## src/core_pkg.sv

```systemverilog
package core_pkg;

  ////////////////////////////////////////////////////////////////////////////
  // Basic types
  ////////////////////////////////////////////////////////////////////////////

  typedef logic [4:0]  rf_addr_t;
  typedef logic [31:0] word_t;

  // ALU operations, PASS_B carries the link address of JALR
  typedef enum logic [2:0] {
    ALU_ADD,
    ALU_SUB,
    ALU_AND,
    ALU_OR,
    ALU_XOR,
    ALU_PASS_B
  } alu_op_e;

  // Operand source, shared by operand a and operand b
  typedef enum logic [1:0] {
    SEL_REGFILE,
    SEL_FW_EX,
    SEL_FW_WB
  } op_a_fw_sel_e;

  // Jump register source, no EX path (stall instead)
  typedef enum logic {
    SELJ_REGFILE,
    SELJ_FW_WB
  } jalr_fw_sel_e;

  ////////////////////////////////////////////////////////////////////////////
  // Pipeline registers
  ////////////////////////////////////////////////////////////////////////////

  typedef struct packed {
    logic  instr_valid;
    word_t pc;
    word_t instr;
  } if_id_pipe_t;

  typedef struct packed {
    logic     instr_valid;
    word_t    pc;
    logic     rf_we;
    rf_addr_t rf_waddr;
    alu_op_e  alu_op;
    word_t    operand_a;
    word_t    operand_b;
    logic     lsu_en;
    logic     lsu_we;
    word_t    store_data;
  } id_ex_pipe_t;

  typedef struct packed {
    logic     instr_valid;
    word_t    pc;
    logic     rf_we;
    rf_addr_t rf_waddr;
    logic     lsu_en;
    logic     lsu_we;
    word_t    result;
    word_t    store_data;
  } ex_wb_pipe_t;

  // RV32I major opcodes of the supported subset
  localparam logic [6:0] OPC_LUI   = 7'b0110111;
  localparam logic [6:0] OPC_OPIMM = 7'b0010011;
  localparam logic [6:0] OPC_OP    = 7'b0110011;
  localparam logic [6:0] OPC_LOAD  = 7'b0000011;
  localparam logic [6:0] OPC_STORE = 7'b0100011;
  localparam logic [6:0] OPC_JALR  = 7'b1100111;

  // funct3 values of register ALU ops
  localparam logic [2:0] F3_ADD_SUB = 3'b000;
  localparam logic [2:0] F3_XOR     = 3'b100;
  localparam logic [2:0] F3_OR      = 3'b110;
  localparam logic [2:0] F3_AND     = 3'b111;

endpackage

```

## src/ctrl_byp_if.sv

```systemverilog
`timescale 1ns/1ps

interface ctrl_byp_if;
  import core_pkg::*;

  // Forwarding selects for ID
  op_a_fw_sel_e operand_a_fw_mux_sel;
  op_a_fw_sel_e operand_b_fw_mux_sel;
  jalr_fw_sel_e jalr_fw_mux_sel;

  // Hazard stalls, both hold IF and ID
  logic         load_stall;
  logic         jr_stall;

  // Driver side, the bypass controller
  modport ctrl (
    output operand_a_fw_mux_sel, operand_b_fw_mux_sel, jalr_fw_mux_sel,
    output load_stall, jr_stall
  );

  // Pipeline stages
  modport stage (
    input operand_a_fw_mux_sel, operand_b_fw_mux_sel, jalr_fw_mux_sel,
    input load_stall, jr_stall
  );

endinterface

```

## src/id_stage.sv

```systemverilog
`timescale 1ns/1ps

module id_stage (
  input  logic                  clk,
  input  logic                  rst_i,
  input  core_pkg::if_id_pipe_t if_id_pipe_i,
  ctrl_byp_if.stage             byp,
  input  logic                  wb_ready_i,
  output core_pkg::rf_addr_t    rf_raddr_o [2],
  output logic            [1:0] rf_re_o,
  input  core_pkg::word_t       rf_rdata_i [2],
  input  core_pkg::word_t       ex_result_fw_i,
  input  core_pkg::word_t       wb_result_fw_i,
  output logic                  jalr_id_o,
  output logic                  jump_valid_o,
  output core_pkg::word_t       jump_target_o,
  output logic                  id_ready_o,
  output core_pkg::id_ex_pipe_t id_ex_pipe_o
);
  import core_pkg::*;

  word_t    instr;
  word_t    imm_i;
  word_t    imm_s;
  word_t    imm_u;
  word_t    rs1_val;
  word_t    rs2_val;
  word_t    jalr_base;
  logic     rf_we;
  logic     lsu_en;
  logic     lsu_we;
  alu_op_e  alu_op;
  word_t    op_a;
  word_t    op_b;

  assign instr = if_id_pipe_i.instr;
  assign imm_i = {{20{instr[31]}}, instr[31:20]};
  assign imm_s = {{20{instr[31]}}, instr[31:25], instr[11:7]};
  assign imm_u = {instr[31:12], 12'b0};

  assign rf_raddr_o[0] = instr[19:15];
  assign rf_raddr_o[1] = instr[24:20];
  assign jalr_id_o     = (instr[6:0] == OPC_JALR);

  ////////////////////////////////////////////////////////////////////////////
  // Decoder
  ////////////////////////////////////////////////////////////////////////////

  always_comb begin
    rf_re_o = 2'b00;
    rf_we   = 1'b0;
    lsu_en  = 1'b0;
    lsu_we  = 1'b0;
    alu_op  = ALU_ADD;
    op_a    = rs1_val;
    op_b    = imm_i;
    case (instr[6:0])
      OPC_LUI: begin
        rf_we  = 1'b1;
        alu_op = ALU_PASS_B;
        op_b   = imm_u;
      end
      OPC_OPIMM: begin
        rf_re_o = 2'b01;
        rf_we   = 1'b1;
      end
      OPC_OP: begin
        rf_re_o = 2'b11;
        rf_we   = 1'b1;
        op_b    = rs2_val;
        case (instr[14:12])
          F3_ADD_SUB: alu_op = instr[30] ? ALU_SUB : ALU_ADD;
          F3_XOR:     alu_op = ALU_XOR;
          F3_OR:      alu_op = ALU_OR;
          F3_AND:     alu_op = ALU_AND;
          default:    rf_we  = 1'b0;
        endcase
      end
      OPC_LOAD: begin
        rf_re_o = 2'b01;
        rf_we   = 1'b1;
        lsu_en  = 1'b1;
      end
      OPC_STORE: begin
        // Address from rs1 and imm, data from rs2
        rf_re_o = 2'b11;
        lsu_en  = 1'b1;
        lsu_we  = 1'b1;
        op_b    = imm_s;
      end
      OPC_JALR: begin
        // Link address through the ALU
        rf_re_o = 2'b01;
        rf_we   = 1'b1;
        alu_op  = ALU_PASS_B;
        op_b    = if_id_pipe_i.pc + 32'd4;
      end
      default: ;
    endcase
  end

  // Operand forwarding, EX beats WB beats regfile
  always_comb begin
    case (byp.operand_a_fw_mux_sel)
      SEL_FW_EX: rs1_val = ex_result_fw_i;
      SEL_FW_WB: rs1_val = wb_result_fw_i;
      default:   rs1_val = rf_rdata_i[0];
    endcase
    case (byp.operand_b_fw_mux_sel)
      SEL_FW_EX: rs2_val = ex_result_fw_i;
      SEL_FW_WB: rs2_val = wb_result_fw_i;
      default:   rs2_val = rf_rdata_i[1];
    endcase
  end

  // Jump target, bit 0 cleared
  assign jalr_base     = (byp.jalr_fw_mux_sel == SELJ_FW_WB) ? wb_result_fw_i : rf_rdata_i[0];
  assign jump_target_o = (jalr_base + imm_i) & ~32'd1;
  assign jump_valid_o  = jalr_id_o && if_id_pipe_i.instr_valid;

  assign id_ready_o = wb_ready_i && !byp.load_stall && !byp.jr_stall;

  // ID/EX register, bubble when ID is held
  always_ff @(posedge clk) begin
    if (rst_i) begin
      id_ex_pipe_o.instr_valid <= 1'b0;
    end else if (wb_ready_i) begin
      id_ex_pipe_o.instr_valid <= if_id_pipe_i.instr_valid && id_ready_o;
      id_ex_pipe_o.pc          <= if_id_pipe_i.pc;
      id_ex_pipe_o.rf_we       <= rf_we;
      id_ex_pipe_o.rf_waddr    <= instr[11:7];
      id_ex_pipe_o.alu_op      <= alu_op;
      id_ex_pipe_o.operand_a   <= op_a;
      id_ex_pipe_o.operand_b   <= op_b;
      id_ex_pipe_o.lsu_en      <= lsu_en;
      id_ex_pipe_o.lsu_we      <= lsu_we;
      id_ex_pipe_o.store_data  <= rs2_val;
    end
  end

endmodule

```

## src/flat_wrapper.sv

```systemverilog
// flat-port wrapper written by rule: the top's interface ports become plain ports
module id_stage_flat import core_pkg::*;
  (clk, rst_i, if_id_pipe_i, wb_ready_i, rf_raddr_o, rf_re_o, rf_rdata_i, ex_result_fw_i, wb_result_fw_i, jalr_id_o, jump_valid_o, jump_target_o, id_ready_o, id_ex_pipe_o, byp_operand_a_fw_mux_sel, byp_operand_b_fw_mux_sel, byp_jalr_fw_mux_sel, byp_load_stall, byp_jr_stall);
  ctrl_byp_if byp_i ();
  input  logic clk;
  input  logic rst_i;
  input  core_pkg::if_id_pipe_t if_id_pipe_i;
  input  logic wb_ready_i;
  output core_pkg::rf_addr_t rf_raddr_o[2];
  output logic            [1:0] rf_re_o;
  input  core_pkg::word_t rf_rdata_i[2];
  input  core_pkg::word_t ex_result_fw_i;
  input  core_pkg::word_t wb_result_fw_i;
  output logic jalr_id_o;
  output logic jump_valid_o;
  output core_pkg::word_t jump_target_o;
  output logic id_ready_o;
  output core_pkg::id_ex_pipe_t id_ex_pipe_o;
  input wire logic [$bits(byp_i.operand_a_fw_mux_sel)-1:0] byp_operand_a_fw_mux_sel;
  input wire logic [$bits(byp_i.operand_b_fw_mux_sel)-1:0] byp_operand_b_fw_mux_sel;
  input wire logic [$bits(byp_i.jalr_fw_mux_sel)-1:0] byp_jalr_fw_mux_sel;
  input wire logic [$bits(byp_i.load_stall)-1:0] byp_load_stall;
  input wire logic [$bits(byp_i.jr_stall)-1:0] byp_jr_stall;
  assign byp_i.operand_a_fw_mux_sel = byp_operand_a_fw_mux_sel;
  assign byp_i.operand_b_fw_mux_sel = byp_operand_b_fw_mux_sel;
  assign byp_i.jalr_fw_mux_sel = byp_jalr_fw_mux_sel;
  assign byp_i.load_stall = byp_load_stall;
  assign byp_i.jr_stall = byp_jr_stall;
  id_stage u_core (.clk(clk), .rst_i(rst_i), .if_id_pipe_i(if_id_pipe_i), .byp(byp_i), .wb_ready_i(wb_ready_i), .rf_raddr_o(rf_raddr_o), .rf_re_o(rf_re_o), .rf_rdata_i(rf_rdata_i), .ex_result_fw_i(ex_result_fw_i), .wb_result_fw_i(wb_result_fw_i), .jalr_id_o(jalr_id_o), .jump_valid_o(jump_valid_o), .jump_target_o(jump_target_o), .id_ready_o(id_ready_o), .id_ex_pipe_o(id_ex_pipe_o));
endmodule
```

## config.mk

```make
export PLATFORM = sky130hd
export DESIGN_NAME = id_stage_flat
export DESIGN_NICKNAME = d
export VERILOG_FILES = /design/src/core_pkg.sv /design/src/ctrl_byp_if.sv /design/src/id_stage.sv /design/src/flat_wrapper.sv
export SDC_FILE = /design/constraint.sdc
export NUM_CORES = 1
export LEC_CHECK = 0
export BUFFER_PORTS_ARGS = -buffer_cell sky130_fd_sc_hd__buf_2
export CORE_AREA = 2 2 151 153
export CTS_CLUSTER_DIAMETER = 80
export DETAILED_ROUTE_END_ITERATION = 10
export DIE_AREA = 0 0 153 155
export HOLD_SLACK_MARGIN = 0.05
export MAX_ROUTING_LAYER = met4
export PLACE_DENSITY = 0.69
export SLEW_MARGIN = 20
export SYNTH_ARGS = -nofsm -noshare
export SYNTH_HDL_FRONTEND = slang
export SYNTH_SLANG_ARGS = --single-unit
```

## constraint.sdc

```tcl
create_clock -name clk -period 11.93 [get_ports clk]
set_clock_uncertainty 0.2 [all_clocks]
set_input_delay 2.386 -clock clk [delete_from_list [all_inputs] [get_ports clk]]
set_output_delay 2.386 -clock clk [all_outputs]
set_load 0.03 [all_outputs]
```

==> impl_metrics.tcl <==
set metrics [dict create \
    syn_inst 837 \
    area_growth_pct 30.65 \
    final_cell_mix "388 x buf_2, 139 x edfxtp_1, 104 x o21ai_0" \
    cts_setup_buffers 0 \
    internal-power_mw 1.012 \
    async_flop_share_pct 0 \
    antenna_left 0 \
    combPwrFrac_pct 31.0 \
    hp-class "reg -> reg" \
    track_usage_pct 27.92 \
    switching_power_mw 0.5903 \
    drc 0 \
    hold_viol 0 \
    worstMarginPinSlew_ns 1.073 \
    worstPathArrival_ns 5.76 \
    core_area_um2 22230 \
    cap_violations 0 \
    regMostFlops "u_core.id_ex_pipe_o" \
    p_seq_share_pct 37.1 \
    regArea_um2 4194 \
    grt_pass1_vias 8094 \
    endpoint_kind "output port" \
    drtIter0Drc 847 \
    synth_top_area_cell "edfxtp_1" \
    leakagePower_nw 4.749 \
    swShare_pct 36.84 \
    synth_top_area_share_pct 47.90 \
    critPathLaunchType "input pin" \
    critPathMaxFanout 32 \
    peakVddDrop_mv 0.08976 \
    synth.area.top_cells "edfxtp_1 48%, a22oi_1 6.1%, o21ai_0 6.0%" \
    synthDistinctLibCells 58 \
    powerDensity_nw_per_um2 140.7 \
    largest_reg_flops 140 \
    wl_per_cell_um 22.40 \
    synth_flop_cell "edfxtp_1" \
    setup_tns_ns 0 \
    dieArea_um2 23720 \
    clkTransAtPathRegs_ns 0.07 \
    grt_pass1_wl_um 49030 \
    finalWeightedCongestion 0.9955 \
    layout-drive-gt1-share_pct 39.12 \
    clk_path_buf_depth 2 \
    layout_commonest_cell "buf_2" \
    outcome "completed" \
    syn_nets 1076 \
    ctsHoldBuffers 0 \
    ys_ff_latch 140 \
    ctsHtreeMaxLevel 4 \
    routed_via_density 5.674 \
    overflow 0 \
    syn-cell-area_um2 8715 \
    cts_made_buffers 17 \
    power_frac_clock_pct 31.9 \
    fmax_ghz 0.1198 \
    multiInputGateArea_um2 4204 \
    finalMaxSlewViolations 0 \
    post_cts_resized 0 \
    numPortBuffers 388 \
    ioPinCount 390 \
    insertion_delay_ns 0.42 \
    dr.pass1.iters 6 \
    relSlewSlack_pct 28.45 \
    finalWirelength_um 33500 \
    finish.utilization_pct 51.22 \
    yosysSeqAreaShare_pct 48.13 \
    post-route-period-util_pct 69.94 \
    die_w_um 153 \
    rsz0062_at_grt "no" \
    cts.sinks 140 \
    setup_viol 0 \
    syn_area_per_cell_um2 10.41 \
    top_regs "u_core.id_ex_pipe_o: 140 flops" \
    period_needed_ns 8.344 \
    antenna_found_initial 7 \
    path_class "in -> out" \
    worstPathRequired_ns 9.34 \
    final_nets 1430 \
    rows 55 \
    die_y_um 155 \
    nFillCells 2048 \
    cts_tree "yes" \
    dr_total_vias 8489 \
    initial_core_util_pct 39.21 \
    root_buffer "clkbuf_16" \
    synth_edf_count 139 \
    grt_start_max_net_pins 85 \
    yosysWarnings 0 \
    hpwlAfterDp_um 25790 \
]
routing by layer:
metal	global-route usage [%]	part of all wire [%]	routed length (um)	vias to the layer above
li1	-	-	-	3908
met1	35.62	41	13820	4078
met2	45.74	49	16310	456
met3	5.376	7.8	2625	47
met4	7.848	2.2	752	0
met5	-	0	0	-
kinds of logic (layout without fill, tap and decap cells):
| family | Yosys count | after routing | share of synthesized area [%] |
|---|---|---|---|
| adders and majority gates | 36 | 36 | 5.255 |
| AOI/OAI and AO/OA | 282 | 282 | 20.93 |
| other | 1 | 8 | 0.04303 |
| DFF | 140 | 140 | 48.13 |
| xor gates and xnor gates | 60 | 60 | 6.030 |
| and+or+nand+nor | 205 | 205 | 11.10 |
| buffers and inverters | 76 | 443 | 3.833 |
| muxes | 37 | 37 | 4.681 |
power by group through the flow:
stage,registers (mW),logic (mW),clock network [mW]
5_1_grt,0.598,0.528,0.536
2_1_floorplan,0.683,0.241,0
3_5_place_dp,0.606,0.491,0
4_1_cts,0.595,0.493,0.516
3_3_place_gp,0.605,0.490,0
6_report,0.595,0.496,0.511
cell type report:
type                    instances  area share [%]
clock buffers                  18           3.769
well taps                     285           3.132
diodes                          7          0.1538
repair buffers                396           17.58
multi-input cells             621           36.92
flip-flops and latches        140           36.84
inverters                      15          0.4945
clock inverters                14           1.110
critical path, stage by stage:
cell,delay (ns)
buf_2,0.64
mux2_2,0.45
fa_1,0.43
a21o_1,0.21
a221o_2,0.42
a31oi_1,0.30
o21bai_1,0.11
a21oi_1,0.22
o21ai_0,0.14
xor2_1,0.19
buf_2,0.24
stage by stage:
| step | hold WS [ns] | std cells | power [mW] | worst slack, ns | instance area, um2 |
|---|---|---|---|---|---|
| CTS | 0.4198 | 1489 | 1.605 | 3.621 | 11370 |
| global route | 0.4996 | 1496 | 1.662 | 3.396 | 11390 |
| floorplan | 0.5346 | 837 | 0.9240 | 2.521 | 8715 |
| detailed placement | 0.4011 | 1457 | 1.097 | 3.637 | 10810 |
| global placement | 0.3878 | 1457 | 1.095 | 3.666 | 10810 |
| finish | 0.4243 | 1496 | 1.602 | 3.586 | 11390 |
synthesized netlist by cell type (2+ instances only):
cell type and n:
mux2_2 30, buf_2 6, clkbuf_1 42, nor3_1 6, xnor2_1 24, edfxtp_1 139, nor2b_1 7, inv_1 14
a21oi_1 30, xor2_1 36, nand2_1 100, o221ai_1 2, o21a_1 3, o211ai_1 4, nor2_1 30, a21o_1 15
a31oi_1 5, and4_1 6, nand3_1 19, ha_1 35, a221o_1 3, nor3_2 2, mux2i_1 7, buf_1 2
and2_1 10, buf_4 11, nand3b_1 2, o21ai_1 4, a22oi_1 71, and3_1 5, a221oi_1 20, nand4_1 11
o21ai_0 104, nand3_2 2, o2111ai_1 2, o21bai_1 5, o31ai_1 2
final timing paths:
kind / start / slack [ns] / endpoint / cells after the start
max: byp_jalr_fw_mux_sel / 3.59 / jump_target_o[16] / 11
min: u_core.id_ex_pipe_o[139] / 0.42 / u_core.id_ex_pipe_o[139] / 3
min reg2reg: u_core.id_ex_pipe_o[139] / 0.42 / u_core.id_ex_pipe_o[139] / 3
max reg2reg: u_core.id_ex_pipe_o[139] / 11.03 / u_core.id_ex_pipe_o[139] / 3
Power figures use the tool's default switching activity.
